===== config.mk =====
export PLATFORM = sky130hd
export DESIGN_NAME = region_decode
export DESIGN_NICKNAME = d
export VERILOG_FILES = /design/src/node_pkg.sv /design/src/region_decode.sv
export SDC_FILE = /design/constraint.sdc
export NUM_CORES = 1
export LEC_CHECK = 0
export BUFFER_PORTS_ARGS = -buffer_cell sky130_fd_sc_hd__buf_2
export CELL_PAD_IN_SITES_DETAIL_PLACEMENT = 1
export CELL_PAD_IN_SITES_GLOBAL_PLACEMENT = 2
export CORE_MARGIN = 3
export CORE_UTILIZATION = 22
export CTS_CLUSTER_DIAMETER = 60
export DETAILED_ROUTE_END_ITERATION = 8
export GPL_ROUTABILITY_DRIVEN = 1
export PLACE_DENSITY_LB_ADDON = 0.1
export RECOVER_POWER = 25
export SETUP_SLACK_MARGIN = 0.15
export SLEW_MARGIN = 20
export SYNTH_ARGS = -nofsm -noshare
export SYNTH_HDL_FRONTEND = slang
export SYNTH_SLANG_ARGS = --single-unit

===== constraint.sdc =====
create_clock -name clk_i -period 2.93 [get_ports clk_i]
set_clock_uncertainty 0.05 [all_clocks]
set_input_delay 0.586 -clock clk_i [delete_from_list [all_inputs] [get_ports clk_i]]
set_output_delay 0.586 -clock clk_i [all_outputs]
set_load 0.01 [all_outputs]

===== src/node_pkg.sv =====
package node_pkg;

	// ==============================
	// Bus widths
	// ==============================

	localparam int ADDR_W = 32; // Byte address width seen by a core
	localparam int DATA_W = 32; // Width of one bus word
	localparam int BYTES  = DATA_W / 8; // Byte lanes in a word

	typedef logic [ADDR_W-1:0] addr_t; // Byte address from a core
	typedef logic [DATA_W-1:0] data_t; // Bus data word
	typedef logic [BYTES-1:0]  sel_t; // Byte-lane enables

	// The upper address bits pick the region like the old node decoder did
	localparam int REGION_MSB = 31;
	localparam int REGION_LSB = 18;
	localparam int WORD_LSB   = 2; // First byte-address bit of the word index

	typedef logic [REGION_MSB:REGION_LSB] region_field_t; // Raw region bits of an address

	// ==============================
	// Enumerations
	// ==============================

	typedef enum logic [1:0] {
		REGION_SHARED   = 2'd0, // Dual-port RAM seen by both cores
		REGION_SCRATCH  = 2'd1, // Private scratchpad of the requesting core
		REGION_UNMAPPED = 2'd2 // Anything else answers with err
	} region_t;

	// Four-phase handshake states of a core port
	typedef enum logic [1:0] {
		IDLE = 2'd0, // Waiting for a fresh req
		BUSY = 2'd1, // Access in flight inside the node
		ACK  = 2'd2 // Response held until req drops
	} port_state_t;

	// ==============================
	// Bundles
	// ==============================

	// What a core presents while req is high
	typedef struct packed {
		logic  we;
		sel_t  sel;
		addr_t adr;
		data_t dat;
	} bus_req_t;

	// What the node returns alongside ack
	typedef struct packed {
		data_t dat;
		logic  err;
	} bus_rsp_t;

	// Command into a RAM, idx is a word index and each RAM keeps only its low bits
	typedef struct packed {
		logic  we;
		sel_t  sel;
		addr_t idx;
		data_t dat;
	} mem_cmd_t;

endpackage


===== src/region_decode.sv =====
`timescale 1ns/1ps

module region_decode #(
	parameter int SHARED_AW  = 15,
	parameter int SCRATCH_AW = 13
) (
	input  logic               clk_i,
	input  logic               arst_n_i,
	input  logic               cmd_valid_i,
	input  node_pkg::bus_req_t cmd_i,
	// Issue side, one strobe per RAM and a common command
	output logic               shared_valid_o,
	output logic               scratch_valid_o,
	output node_pkg::mem_cmd_t mem_cmd_o,
	// Read data coming back two cycles after the strobe
	input  logic               shared_rd_valid_i,
	input  node_pkg::data_t    shared_rd_i,
	input  logic               scratch_rd_valid_i,
	input  node_pkg::data_t    scratch_rd_i,
	// Response toward the port
	output logic               rsp_valid_o,
	output node_pkg::bus_rsp_t rsp_o
);

	// Word index bits a RAM actually decodes, higher bits alias
	localparam node_pkg::addr_t SHARED_MASK  = node_pkg::addr_t'(2**SHARED_AW - 1);
	localparam node_pkg::addr_t SCRATCH_MASK = node_pkg::addr_t'(2**SCRATCH_AW - 1);

	node_pkg::region_field_t field;
	node_pkg::region_t       region;
	node_pkg::addr_t         word_idx;

	node_pkg::region_t issue_region_q; // Region of the access at the RAM strobe
	node_pkg::region_t d1_region_q; // In step with the RAM array register
	node_pkg::region_t d2_region_q; // In step with the RAM output register
	logic              issue_valid_q;
	logic              d1_valid_q;
	logic              d2_valid_q;
	logic              d2_err_q; // Unmapped access reaches the response stage

	assign field    = cmd_i.adr[node_pkg::REGION_MSB:node_pkg::REGION_LSB];
	assign word_idx = cmd_i.adr >> node_pkg::WORD_LSB;

	always_comb begin
		if (field == node_pkg::region_field_t'(0)) begin
			region = node_pkg::REGION_SHARED;
		end else if (field == node_pkg::region_field_t'(1)) begin
			region = node_pkg::REGION_SCRATCH;
		end else begin
			region = node_pkg::REGION_UNMAPPED; // Former network controller window
		end
	end

	// ==============================
	// Issue stage and delay line
	// ==============================

	always_ff @(posedge clk_i or negedge arst_n_i) begin
		if (!arst_n_i) begin
			shared_valid_o  <= 1'b0;
			scratch_valid_o <= 1'b0;
			issue_valid_q   <= 1'b0;
			issue_region_q  <= node_pkg::REGION_UNMAPPED;
			d1_valid_q      <= 1'b0;
			d1_region_q     <= node_pkg::REGION_UNMAPPED;
			d2_valid_q      <= 1'b0;
			d2_region_q     <= node_pkg::REGION_UNMAPPED;
			d2_err_q        <= 1'b0;
		end else begin
			// Only the matching RAM sees a strobe, unmapped strobes nothing
			shared_valid_o  <= cmd_valid_i && (region == node_pkg::REGION_SHARED);
			scratch_valid_o <= cmd_valid_i && (region == node_pkg::REGION_SCRATCH);
			issue_valid_q   <= cmd_valid_i;
			if (cmd_valid_i) begin
				issue_region_q <= region;
			end
			d1_valid_q  <= issue_valid_q; // Matches the RAM array stage
			d1_region_q <= issue_region_q;
			d2_valid_q  <= d1_valid_q; // Matches the RAM output stage
			d2_region_q <= d1_region_q;
			d2_err_q    <= d1_valid_q && (d1_region_q == node_pkg::REGION_UNMAPPED);
		end
	end

	// Command payload toward the RAMs, word index already folded to the RAM size
	always_ff @(posedge clk_i) begin
		if (cmd_valid_i) begin
			mem_cmd_o.we  <= cmd_i.we;
			mem_cmd_o.sel <= cmd_i.sel;
			mem_cmd_o.dat <= cmd_i.dat;
			if (region == node_pkg::REGION_SHARED) begin
				mem_cmd_o.idx <= word_idx & SHARED_MASK;
			end else begin
				mem_cmd_o.idx <= word_idx & SCRATCH_MASK;
			end
		end
	end

	// Gather the returning word from whichever source the access went to
	always_comb begin
		rsp_o.err = d2_err_q;
		case (d2_region_q)
			node_pkg::REGION_SHARED: begin
				rsp_valid_o = d2_valid_q && shared_rd_valid_i;
				rsp_o.dat   = shared_rd_i;
			end
			node_pkg::REGION_SCRATCH: begin
				rsp_valid_o = d2_valid_q && scratch_rd_valid_i;
				rsp_o.dat   = scratch_rd_i;
			end
			default: begin
				rsp_valid_o = d2_valid_q; // Same latency as a RAM access
				rsp_o.dat   = '0;
			end
		endcase
	end

endmodule


After elaboration in Yosys (flattened, before gate mapping)
Cells that the tools add are included.
- register bits: 81
- bits in latches: 0
- memory bits (writable): 0
- memory bits (read-only): 0
- output and inout port bits: 105
- logic and storage cells: 30
- memories: 0
- add/subtract/negate cells: 0
- $mul: 0
- div/mod/pow operators: 0
- order comparisons: 0
- equal/unequal tests: 4
- shifts and indexed selects: 0
- mux-type cells: 4
- bitwise operators: 0
- reduce and logical (&&, ||, !) cells: 8
- operators by type and width (operator ; number):
    32-bit one-hot mux with 2 select lines ; 1
    14-bit by 1-bit == test with 1-bit output, second input constant ; 1
    14-bit zero test ; 1
    1-bit logical AND ; 5
    2-bit by 1-bit == test with 1-bit output, second input constant ; 2
    2-bit zero test ; 2
    2-bit two-way mux ; 2
    2-bit == test, second input constant ; 1
    1-bit one-hot mux with 2 select lines ; 1

Longest topological paths before layout
- depth after elaboration: 5
- mapped depth: 4

Least setup slack after synthesis
OpenSTA, ideal clock, no wires.
- path kind: input -> output
- from: input shared_rd_valid_i
- to: output rsp_valid_o
- data arrival time: 1.029 ns
- data required time: 2.294 ns
- slack: 1.265 ns
- cell stages on the path: 2
- cells stage by stage: mux2_4 o21a_1
- cells in the longest elaborated chain, start to end: 2
- ends and longest elaborated chain (item ; line ; text):
    from (decl) ; region_decode.sv:16 ; input logic shared_rd_valid_i,
    1-bit logical AND ; region_decode.sv:104 ; rsp_valid_o = d2_valid_q && shared_rd_valid_i;
    1-bit one-hot mux with 2 select lines ; region_decode.sv:102 ; case (d2_region_q)
    to (decl) ; region_decode.sv:21 ; output logic rsp_valid_o,
Every way passes these cells.

==> results.md <==
- Status: complete, no violations
- Total power per unit cell area: around 550 nW/um^2
- Arr. time, crit path: 1670 ps
- Unrepaired setup endpoints after global routing: false
- Port Buffers: between 200 and 250
- CP required: roughly 2300 ps
- Syn Inst Count: about 180
- # hold bufs at CTS: 0
- Row cnt: 39
- Largest net degree at the start of global routing: 34
- Via count: approximately 2200
- Hold crit path type: in -> async
- Post-DRT Antenna Nets: 0
- Largest stage delay on the critical path: 610 ps
- Die W: between 100 and 150 um
- Crit Path Max Fanout: 21
- Die area: 13430 sq um
- Pre-antenna DRT Iters: 6
- CORE AREA: between 10000 and 15000 sq um
- Number of remaining DRC errors: 0
- Share of cells above drive strength 1: 0.5985
- Final Cycle Share: 0.7859
- Setup violators final: 0
- Final GP Congestion: around 0.77
- Clock Pin Slew Worst Setup and Hold Paths: ~50 ps
- CP Capture Type: primary output
- Seq/Total Area, Yosys: 0.7023
- Die Ht: roughly 120 um
- Fin nets: between 500 and 600
- Seq cells post-synth: between 60 and 70
- Crit Path Category: reg -> out
- Worst-path cell chain: buf_12 -> mux2i_1 -> nor2_1 -> buf_2
- Antenna diodes: 0
- Synth cell types: 21
- Final-report hold violation count: 0
- CTS H-tree depth: 3
- Max_cap viols: 0
- Postcts setup bufs: 0
- HPWL after DPL: roughly 7100 um
- Aggregate routed wire length: roughly 8600 um
- Drt wl/cell: 15.48 um
- Post-CTS resize count: 0
- Slowest-stage cell, CP: dfrtp_2
- Max frequency: ~0.43 GHz
- Vias in the first global route: roughly 2300
- Commonest non-fill, non-tap cell in the layout: buf_2
- Peak VDD IR: between 0.3 and 0.4 mV
- Worst-Skew Late Latency: 320 ps
- Top Ports: around 240
- Vias/cell: about 4
- Initial Utilization: 0.2287
- Area Overhead vs Synth: 55.30%
- Setup_tns: 0 ps
- DP Cell Count: 538
- Leak: just under 2 nW
- Fill count: about 1300
- Startpoint Class: flip-flop
- Worst slew pin tran: approximately 630 ps
- WHS: 207.1 ps
- Clock buffer depth: 2
- R2R depth: 1
- Slew Viols, Final: 0
- Headroom to the max-slew limit: 0.5796
- Mapped Area: 2656 sq um
- Total congestion overflow: 0
- Drt initial violations: 100
- CTS tree: yes
- Clk sinks: 64
- Total GRT Usage: 0.1190
- Most frequent cells in the layout: buf_2 (221), edfxtp_1 (52), nor2_1 (38)
- TritonCTS buffer count: 9
- Global-route wire length before repair: 11910 um
- Tmin final: approximately 2300 ps
- Antenna violations before repair: 0
- Synth warn: 0
- CTS root buf: clkbuf_16
- Fin cells: approximately 550
- Syn avg cell area: about 15 sq um
synth_stat cells, drive strengths merged:
master | count | area share
edfxtp | 52 | 0.59
nor2 | 38 | 0.054
mux2i | 32 | 0.12
buf | 22 | 0.068
dfrtp | 9 | 0.085
clkbuf | 4 | 0.0061
dfstp | 3 | 0.030
inv | 3 | 0.0042
nand2 | 3 | 0.0042
nor4 | 3 | 0.013
nand4 | 2 | 0.0047
nor3 | 2 | 0.0038
conb | 1 | 0.0014
mux2 | 1 | 0.0057
nor4b | 1 | 0.0033
o21a | 1 | 0.0028
o22a | 1 | 0.0033
o2bb2ai | 1 | 0.0033
power breakdown:
| group | internal [mW] | switching (mW) |
|---|---|---|
| logic | 0.114 | 0.123 |
| clock network | 0.571 | 0.379 |
| registers | 1.05 | 0.0136 |
worst max-delay path, delay by kind of cell, from the launching register on:
kind	cells	cell delay, ps
flip-flops	1	610
buffers and inverters	2	410
multiplexers	1	260
AND/OR/NAND/NOR	1	60
cell type report:
type                            instances  area [sq um]  share of cell area
Sequential cell                        64          1867              0.4525
Multi-Input combinational cell        102         643.1              0.1559
Timing Repair Buffer                  226          1152              0.2793
Tap cell                              143         178.9             0.04337
Inverter                                3         11.26            0.002730
Clock buffer                            9         225.2             0.05460
Clock inverter                          7         47.55             0.01153
stage by stage:
stage                     power, mW    util  worst slack (ps)  area, sq um
after floorplan               1.166       -              1265         2716
after global placement        1.320  0.3318             897.3         3854
after detailed placement      1.326  0.3318             912.9         3854
after CTS                     2.292  0.3553             556.0         4126
after global routing          2.361  0.3552             521.9         4125
final                         2.252  0.3552             627.3         4125
sequential cells by signal, summed over array words and instances (netlist names):
signal,flops
d2_region_q,2
scratch_valid_o,1
d2_err_q,1
d1_region_q,2
d1_valid_q,1
issue_valid_q,1
mem_cmd_o,52
shared_valid_o,1
issue_region_q,2
d2_valid_q,1
cell families (layout without fill, tap and decap cells):
| family | Yosys count | after routing | synth area share |
|---|---|---|---|
| AND/OR/NAND/NOR | 49 | 49 | 0.08243 |
| other | 1 | 17 | 0.001412 |
| flip-flops | 64 | 64 | 0.7023 |
| AO/OA/AOI/OAI | 3 | 3 | 0.009423 |
| buffers and inverters | 29 | 245 | 0.07819 |
| multiplexers | 33 | 33 | 0.1262 |
path summary, 6_finish.rpt:
check / end / startpoint / slack [ps]
worst min register to register: d1_valid_q / issue_valid_q / 300
worst min-delay path: shared_valid_o / arst_n_i / 210
min in group clk_i: d1_valid_q / issue_valid_q / 300
max in group asynchronous: d2_region_q[0] / arst_n_i / 2180
worst max-delay path: rsp_o[25] / d2_region_q[0] / 630
worst max register to register: issue_region_q[1] / issue_region_q[1] / 2170
metal layers:
layer | up-vias | part of all wire | track usage | routed length, um
li1 | 1060 | - | - | -
met1 | 1001 | 0.36 | 0.1239 | 3120
met2 | 144 | 0.50 | 0.2083 | 4297
met3 | 11 | 0.11 | 0.04856 | 966
met4 | 0 | 0.022 | 0.05646 | 193
met5 | - | 0 | 0 | 0
Power figures use the tool's default switching activity.
