[config.mk]
export PLATFORM = sky130hd
export DESIGN_NAME = bus_port
export DESIGN_NICKNAME = d
export VERILOG_FILES = /design/src/node_pkg.sv /design/src/bus_port.sv
export SDC_FILE = /design/constraint.sdc
export NUM_CORES = 1
export LEC_CHECK = 0
export BUFFER_PORTS_ARGS = -buffer_cell sky130_fd_sc_hd__buf_2
export CORE_MARGIN = 5
export CORE_UTILIZATION = 45
export DETAILED_ROUTE_END_ITERATION = 12
export PLACE_DENSITY = 0.82
export SETUP_SLACK_MARGIN = 0.15
export SLEW_MARGIN = 30
export SYNTH_ARGS = -nofsm -noshare
export SYNTH_HDL_FRONTEND = slang
export SYNTH_SLANG_ARGS = --single-unit
[constraint.sdc]
create_clock -name clk_i -period 15.2 [get_ports clk_i]
set_input_delay 3.04 -clock clk_i [delete_from_list [all_inputs] [get_ports clk_i]]
set_output_delay 3.04 -clock clk_i [all_outputs]
set_load 0.01 [all_outputs]
[src/node_pkg.sv]
package node_pkg;

	// ==============================
	// Bus widths
	// ==============================

	localparam int ADDR_W = 32; // Byte address width seen by a core
	localparam int DATA_W = 32; // Width of one bus word
	localparam int BYTES  = DATA_W / 8; // Byte lanes in a word

	typedef logic [ADDR_W-1:0] addr_t; // Byte address from a core
	typedef logic [DATA_W-1:0] data_t; // Bus data word
	typedef logic [BYTES-1:0]  sel_t; // Byte-lane enables

	// The upper address bits pick the region like the old node decoder did
	localparam int REGION_MSB = 31;
	localparam int REGION_LSB = 18;
	localparam int WORD_LSB   = 2; // First byte-address bit of the word index

	typedef logic [REGION_MSB:REGION_LSB] region_field_t; // Raw region bits of an address

	// ==============================
	// Enumerations
	// ==============================

	typedef enum logic [1:0] {
		REGION_SHARED   = 2'd0, // Dual-port RAM seen by both cores
		REGION_SCRATCH  = 2'd1, // Private scratchpad of the requesting core
		REGION_UNMAPPED = 2'd2 // Anything else answers with err
	} region_t;

	// Four-phase handshake states of a core port
	typedef enum logic [1:0] {
		IDLE = 2'd0, // Waiting for a fresh req
		BUSY = 2'd1, // Access in flight inside the node
		ACK  = 2'd2 // Response held until req drops
	} port_state_t;

	// ==============================
	// Bundles
	// ==============================

	// What a core presents while req is high
	typedef struct packed {
		logic  we;
		sel_t  sel;
		addr_t adr;
		data_t dat;
	} bus_req_t;

	// What the node returns alongside ack
	typedef struct packed {
		data_t dat;
		logic  err;
	} bus_rsp_t;

	// Command into a RAM, idx is a word index and each RAM keeps only its low bits
	typedef struct packed {
		logic  we;
		sel_t  sel;
		addr_t idx;
		data_t dat;
	} mem_cmd_t;

endpackage

[src/bus_port.sv]
`timescale 1ns/1ps

module bus_port (
	input  logic               clk_i,
	input  logic               arst_n_i,
	// Core side
	input  logic               req_i,
	output logic               ack_o,
	input  node_pkg::bus_req_t bus_i,
	output node_pkg::bus_rsp_t rsp_o,
	// Toward the decoder
	output logic               cmd_valid_o,
	output node_pkg::bus_req_t cmd_o,
	input  logic               rsp_valid_i,
	input  node_pkg::bus_rsp_t rsp_i
);

	node_pkg::port_state_t state_q;
	logic                  req_q; // req_i as seen at the previous edge
	logic                  start; // A new access is taken this cycle

	// A request is accepted one edge after req_i is first seen high
	assign start = (state_q == node_pkg::IDLE) && req_q && req_i;

	// ==============================
	// Handshake FSM
	// ==============================

	always_ff @(posedge clk_i or negedge arst_n_i) begin
		if (!arst_n_i) begin
			state_q     <= node_pkg::IDLE;
			req_q       <= 1'b0;
			ack_o       <= 1'b0;
			cmd_valid_o <= 1'b0;
			rsp_o       <= '0;
		end else begin
			req_q       <= req_i; // Port capture stage
			cmd_valid_o <= 1'b0; // Single cycle pulse by default
			case (state_q)
				node_pkg::IDLE: begin
					if (start) begin
						cmd_valid_o <= 1'b1; // Hand the access downstream
						state_q     <= node_pkg::BUSY;
					end
				end
				node_pkg::BUSY: begin
					if (rsp_valid_i) begin
						rsp_o   <= rsp_i; // Held for the whole ack phase
						ack_o   <= 1'b1;
						state_q <= node_pkg::ACK;
					end
				end
				node_pkg::ACK: begin
					// The core keeps the response by holding req high
					if (!req_i) begin
						ack_o   <= 1'b0;
						state_q <= node_pkg::IDLE;
					end
				end
				default: begin
					ack_o   <= 1'b0;
					state_q <= node_pkg::IDLE;
				end
			endcase
		end
	end

	// Request payload is latched once per access
	always_ff @(posedge clk_i) begin
		if (start) begin
			cmd_o <= bus_i;
		end
	end

endmodule

**After elaboration in Yosys (flattened, before gate mapping)**

Cells that the tools add are included.

- Register bits: 107
- Input bits: 106
- Output and inout bits: 104
- Logic and storage cells: 31

- Equality and inequality tests: 5
- Multiplexer cells: 9
- Bitwise operators: 1
- Reductions and logical operators: 6

Operators with widths:

| kind | number |
|---|---|
| 2-to-1 mux 2 bit | 3 |
| != test 2 bit (second input constant) | 3 |
| case mux 2 bit (3 select lines) | 1 |
| AND reduction 3 bit | 2 |
| 2-to-1 mux 1 bit | 4 |
| case mux 1 bit (3 select lines) | 1 |
| equality test 2 x 1 -> 1 bit (second input constant) | 1 |
| equality test 2 bit (second input constant) | 1 |
| logical AND 1 bit | 2 |
| zero test 2 bit | 1 |
| AND reduction 2 bit | 1 |
| NOT 1 bit | 1 |

**Logic depth before layout (Yosys ltp)**

Gate-level depths: netlist (run 1).

- Depth after elaboration: 5
- Depth in mapped cells: 3
- Depth with buffers taken out: 2

**Least setup slack after synthesis (run 1)**

No wires, ideal clock.

- Kind: input-to-reg
- Start: in req_i
- End: reg cmd_o[0] in the netlist's numbering (enable)
- Setup time: 0.581 ns
- Arrival time: 7.778 ns
- Data required time: 14.619 ns
- Slack: 6.841 ns
- Cell stages on the path: 2
- Path buffers: 0
- Path through: nand2_1 > nor3_1

- Cells in the longest elaborated chain, start to end: 1

Ends and longest elaborated chain:

| item | RTL line | RTL |
|---|---|---|
| start: declaration | bus_port.sv:7 | `input logic req_i,` |
| logical AND 1 bit | bus_port.sv:23 | `assign start = (state_q == node_pkg::IDLE) && req_q && req_i;` |
| via start | bus_port.sv:20 | `logic start;` |
| end signal: assignment | bus_port.sv:71 | `cmd_o <= bus_i;` |
| end: declaration | bus_port.sv:13 | `output node_pkg::bus_req_t cmd_o,` |

The timed path passes the listed nets, and every way through them passes these cells.
A chain may end at the register's enable or synchronous reset.

**Final worst setup path (run 1)**

- Start: in req_i
- End: reg cmd_o[55] in the netlist's numbering (enable)

The elaborated chain is that of the path after synthesis.

==> results.md, run 1 <==
* Routability cong. at between 0.7 and 0.8
* Hold endpoint: rsp_o[23]$_DFFE_PN0P_
* Layout Skew at roughly 0.011 ns
* Post-Syn Area at approximately 3600 sq um
* Worst hold stages at 1
* Layout cells sized above 1 at 0.688
* RSZ-0062 raised after global routing: false
* Met2 GRT Util at 0.296
* Synth Area in XOR/XNOR at 0
* Post-Syn Nets at 261
* WL/cell at ~18 um
* Worst r2r src: state_q[0]$_DFFE_PN0P_
* Worst reg2reg setup slack at around 13 ns
* Worst Path Class, Setup: primary input to register
* N_diodes at 0
* Routed WL at roughly 8.5 mm
* CP arrival at roughly 4 ns
* Sink Count at 107
* Worst stage delay on the critical path at about 0.66 ns
* Most common cell after layout, fill and taps aside: buf_2
* Boundary Pins at 210
* First DRT Iteration DRCs at 80
* Largest family of logic cells by synthesized area: multiplexers
* Post-synthesis mux area share at 0.133
* # DRC at 0
* Layer with the highest usage: met2
* Synth Instances at about 160
* Worst R2R Path Depth at 2
* Die width at ~100 um
* Min Tclk post-route at roughly 4 ns
* Period utilization at 0.267
* Clock-pin slew on the worst setup and hold paths at approximately 0.1 ns
* Fin. max-slew vios at 0
* Crit-path slowest cell: buf_4
* Starting density of the core at 0.466
* First-pass GRT wire length at 12.7 mm
* Outcome: finished clean
* Setup TNS at 0 ns
* Max Cap Viol at 0
* Setup bufs post-CTS at 0
* Pleak at 2.37 nW
* Final antenna-violating net count at 0
* VDD IR max at 0.0000892 V
* M3 GR Usage at 0.0596
* Relative slew slack at 0.455
* Vias in the first global route at about 2400
* Final Core Density at 0.643
* Post-CTS Resized at 0
* Pwr Density at between 150 and 200 nW/um^2
* Worst-Margin Slew at roughly 0.8 ns
* Port buffer count at between 200 and 250
* Yosys reg bits at between 100 and 150
* Detailed Routing Iterations Pass 1 at 4
* Yosys warns at 0
* Cell Rows at 32
* TritonCTS clock tree: done
* Gr usage total at 0.168
* Core ar. at approximately 7800 sq um
* Crit start category: primary input
* Detailed placement HPWL at approximately 6.7 mm
* FMAX at approximately 0.25 GHz
* Post-Synth Adder-Cell Area at 0
* Hold Buf Count CTS at 0
* Crit end category: register
* Nets at 479
* Clock buffer depth at 2
* DR vias at roughly 2200
* Crit Path Max Fanout at approximately 70
* Most frequent cells in the layout: buf_2, edfxtp_1, dfrtp_1
* Final Hold Vio Count at 0
* Gr ovfl total at 0
* Full die area at a little under 10000 sq um
* Design Power at roughly 0.8 mW
* Met1 Usage GRT at 0.190
* Via density at roughly 4.6
* Die height at about 100 um
* Post-synthesis sequential area ratio at 0.835
* Area grow syn2layout at 38.0%
* HP Start: rsp_o[23]$_DFFE_PN0P_
* WP data required at ~15 ns
* Total CTS buffers at 9
* Simple-gate share of the synthesized area at 0.0183
* Root Driver: clkbuf_8
* Pin count of the biggest net entering global routing at 70
* Final Setup Violations at 0
* R2r endpoint: cmd_o[55]$_DFFE_PP_
* CP Cell Sequence: buf_2 -> nand2_1 -> nor3_2 -> buf_4
* Area fraction in compound gates after synthesis at 0.00415
* Worst-Skew Late Latency at 0.35 ns
* Hold Crit Class: register to register
* Htree depth at 3
* Syn Area/Cell at between 20 and 25 sq um
* Antenna violations before repair at 0
* Distinct cells, synth at 12
## layer usage
metal / wire, um / vias to the layer above
li1: - / 1016
met1: 3070 / 1036
met2: 4380 / 141
met3: 1030 / 6
met4: 68 / 0
met5: 0 / -
## where the power goes
part	leakage (nW)	switching, mW	internal, mW
registers	1.09	0.0317	0.374
clock network	0.111	0.0924	0.0947
logic	1.17	0.0848	0.108
total	2.37	0.209	0.576
## stage by stage
step | instance area [sq um] | hold slack [ns] | cells | setup WS [ns]
floorplan | 3620 | 0.475 | 155 | 6.84
global placement | 4770 | 0.486 | 464 | 10.81
detailed placement | 4770 | 0.486 | 464 | 10.76
CTS | 4990 | 0.519 | 480 | 11.15
global route | 4990 | 0.534 | 480 | 11.05
finish | 4990 | 0.515 | 480 | 11.14
## worst max path at each step
stage                      from                   to  slack, ns  cells past startpoint
after floorplan           req_i   cmd_o[0]$_DFFE_PP_       6.84                      2
after global placement    req_i  cmd_o[28]$_DFFE_PP_      10.81                      4
after detailed placement  req_i  cmd_o[23]$_DFFE_PP_      10.76                      4
after CTS                 req_i  cmd_o[25]$_DFFE_PP_      11.15                      4
after global routing      req_i  cmd_o[25]$_DFFE_PP_      11.05                      4
final                     req_i  cmd_o[55]$_DFFE_PP_      11.14                      4
## Yosys cell counts
| master | count | share of area |
|---|---|---|
| buf_6 | 3 | 0.0093 |
| nand3b_4 | 1 | 0.0055 |
| a21oi_1 | 2 | 0.0028 |
| o21ai_0 | 1 | 0.0014 |
| nand3b_1 | 3 | 0.0062 |
| nand2b_1 | 1 | 0.0017 |
| dfrtp_1 | 38 | 0.26 |
| edfxtp_1 | 69 | 0.57 |
| mux2_4 | 29 | 0.12 |
| mux2_2 | 4 | 0.012 |
| nor3_1 | 2 | 0.0028 |
| nand2_1 | 2 | 0.0021 |
## layout make-up
cell class | instances | area [sq um]
timing repair buffer | 210 | 1050
tap | 102 | 128
clock inverter | 6 | 95.1
fill | 572 | 2770
sequential | 107 | 3020
clock buffer | 10 | 128
multi-input combinational | 45 | 567
## worst max-delay path, delay by kind of cell
kind | cells | cell delay [ns]
and+or+nand+nor | 2 | 0.19
buffers and inverters | 2 | 0.78
## logic make-up (layout without fill, tap and decap cells)
family	Yosys count	in the layout
and+or+nand+nor	9	9
buffers and inverters	3	226
AOI/OAI and AO/OA	3	3
DFF	107	107
muxes	33	33
## state kept, by name (all words and copies together), names as in the netlist
signal       flops
state_q          2
cmd_o           69
cmd_valid_o      1
ack_o            1
req_q            1
rsp_o           33
Note: power is estimated with default switching activity, not from simulation.
==> run 2, diff against run 1 <==
ABC_AREA = 1   (was unset)
CORE_UTILIZATION = 43   (was 45)
PLACE_DENSITY = 0.79   (was 0.82)
clock period = 3.9 ns   (was 15.2 ns; I/O delays follow)
==> run 2 against run 1 <==
  * Non-clock buffer count is the same
  * Worst hold slack got worse by 0.035 ns
  * Worst setup slack worse by 9.1 ns
  * Register-to-register slack got worse by 11 ns
  * Critical endpoint is now rsp_o[28]$_DFFE_PN0P_
==> results.md, run 2 <==
* Yosys reg bits at ~110
* Final Core Density at 0.599
* Cell Rows at 33
* # DRC at 0
* Period utilization at 0.485
* Worst reg2reg setup slack at 2.01 ns
* Setup bufs post-CTS at 0
* Worst stage delay on the critical path at 0.58 ns
* Buf+Inv Stages, Crit Path at 1
* Crit path top cell by count: nand2_1
* Dpl cells at 535
* Hold endpoint: rsp_o[32]$_DFFE_PN0P_
* Final antenna-violating net count at 0
* Routability cong. at just under 0.8
* Crit end category: register
* Post-CTS Resized at 0
* Vias in the first global route at 2622
* Fin. max-slew vios at 0
* Largest register FFs at 69
* Post-synthesis sequential area ratio at 0.843
* Clock-pin slew on the worst setup and hold paths at 0.11 ns
* CP Cell Sequence: inv_2 -> nor2_4 -> nand2_4 -> nand2_1 -> nand2_1
* Relative slew slack at 0.427
* Setup TNS at 0 ns
* Antenna violations before repair at 0
* Starting density of the core at 0.439
* Hold Crit Class: register to register
* Layout Skew at between 0.01 and 0.015 ns
* Hold Buf Count CTS at 0
* Worst-Skew Late Latency at roughly 0.36 ns
* Max Cap Viol at 0
* DR vias at between 2000 and 3000
* Die height at 101 um
* Worst hold stages at 2
* RSZ-0062 raised after global routing: false
* Final Instance Area at approximately 5000 sq um
* Main flop type after synthesis: edfxtp_1
* Layout fillers at roughly 670
* Detailed placement HPWL at between 6 and 7 mm
* Area post-placement at ~4700 sq um
* Area grow syn2layout at 36.5%
* Core ar. at roughly 8000 sq um
* Routed WL at 9.06 mm
* Sink Count at between 100 and 150
* Most common cell after layout, fill and taps aside: buf_2
* Crit-path slowest cell: nor2_4
* Clock buffer depth at 2
* Distinct cells, synth at 16
* First DRT Iteration DRCs at about 100
* Largest regs: cmd_o: 69 flops, rsp_o: 33 flops, state_q: 2 flops
* Yosys warns at 0
* Cell taking the most area after synthesis: edfxtp_1
* N_diodes at 0
* WP data required at approximately 4.1 ns
* Pin count of the biggest net entering global routing at between 70 and 80
* Total CTS buffers at 9
* Worst-Margin Slew at between 0.8 and 0.9 ns
* Worst Path Class, Setup: register to register
* Delay-heaviest family, CP: simple AND/OR/NAND/NOR gates
* Post-Syn Area at about 3600 sq um
* Asr flop ratio synth at 0.355
* First-pass GRT wire length at ~14 mm
* Min Tclk post-route at approximately 1.9 ns
* Detailed Routing Iterations Pass 1 at 4
* Dominant cells by area after synthesis: edfxtp_1, dfrtp_1, nand2_1
* Final Setup Violations at 0
* VDD IR max at ~0.00029 V
* Crit start category: register
* Post-synth EDFFs at 69
* Via density at 4.69
* Layout cells sized above 1 at 0.516
* Gr ovfl total at 0
* Synth Instances at 230
* Pwr Density at 582 nW/um^2
* Crit Path Max Fanout at 35
* Pleak at ~2.4 nW
* WL/cell at 16.4 um
* Layout Cells excl Fill at about 550
* CP arrival at about 2.1 ns
* Gr usage total at 0.174
* Root Driver: clkbuf_8
* Final Hold Vio Count at 0
* Die width at around 100 um
* FMAX at ~0.53 GHz
* Boundary Pins at 210
* R2r endpoint: rsp_o[28]$_DFFE_PN0P_
* HP Start: rsp_o[32]$_DFFE_PN0P_
* Port buffer count at roughly 210
* TritonCTS clock tree: done
* Largest Register: cmd_o
* Design Power at ~2.9 mW
* Nets at 547
* Stages on the worst setup path at 5
* Top cells by count, synth: edfxtp_1, nand2_1, dfrtp_1, nand3_1
* Outcome: finished clean
* Worst r2r src: state_q[0]$_DFFE_PN0P_
* Syn Area/Cell at 15.6 sq um
* Full die area at 10300 sq um
* Worst R2R Path Depth at 5
* Synth top area share at 0.578
* Most frequent cells in the layout: buf_2, nand2_1, edfxtp_1
* Htree depth at 3
* Post-Syn Nets at ~340
## run 2: layout make-up
type | count | area (sq um) | area share
Tap cell | 105 | 131 | 0.0268
Inverter | 1 | 3.75 | 0.000767
Clock inverter | 6 | 57.6 | 0.0118
Timing Repair Buffer | 210 | 1050 | 0.215
Sequential cell | 107 | 3020 | 0.618
Clock buffer | 10 | 128 | 0.0261
Multi-Input combinational cell | 112 | 498 | 0.102
## run 2: kinds of logic after synthesis
group,after synthesis,synth area share
simple gates,109,0.132
flops,107,0.843
buf+inv,11,0.0213
compound gates,3,0.00419
## run 2: per-layer routing
metal,vias up,GRT usage,part of all wire
met5,-,0,0
met4,0,0.0532,0.0079
met3,7,0.0640,0.12
met2,141,0.290,0.49
met1,1216,0.212,0.38
li1,1219,-,-
## run 2: worst max path at each step
stage / start / end / slack (ns)
floorplan: req_i / cmd_o[0]$_DFFE_PP_ / 0.95
global placement: req_i / cmd_o[27]$_DFFE_PP_ / 1.76
detailed placement: req_i / cmd_o[46]$_DFFE_PP_ / 1.72
CTS: state_q[0]$_DFFE_PN0P_ / rsp_o[28]$_DFFE_PN0P_ / 1.95
global route: state_q[0]$_DFFE_PN0P_ / rsp_o[7]$_DFFE_PN0P_ / 1.75
finish: state_q[0]$_DFFE_PN0P_ / rsp_o[28]$_DFFE_PN0P_ / 2.01
## run 2: tightest hold or removal path, delay by kind of cell, from the launching register on
kind             cells  cell delay (ns)
flip-flops           1             0.36
AND/OR/NAND/NOR      2             0.09
## run 2: stage by stage
stage	hold WS, ns	setup slack [ns]
after detailed placement	0.455	1.72
after floorplan	0.484	0.952
final	0.480	2.01
after global routing	0.497	1.75
after global placement	0.451	1.76
after CTS	0.481	1.95
## run 2: report_power, final
| part | leakage (nW) | switching, mW | total, mW | internal, mW |
|---|---|---|---|---|
| Combinational | 1.16 | 0.386 | 0.649 | 0.263 |
| Sequential | 1.11 | 0.117 | 1.57 | 1.46 |
| Clock | 0.0945 | 0.383 | 0.629 | 0.247 |
| Total | 2.37 | 0.886 | 2.85 | 1.96 |
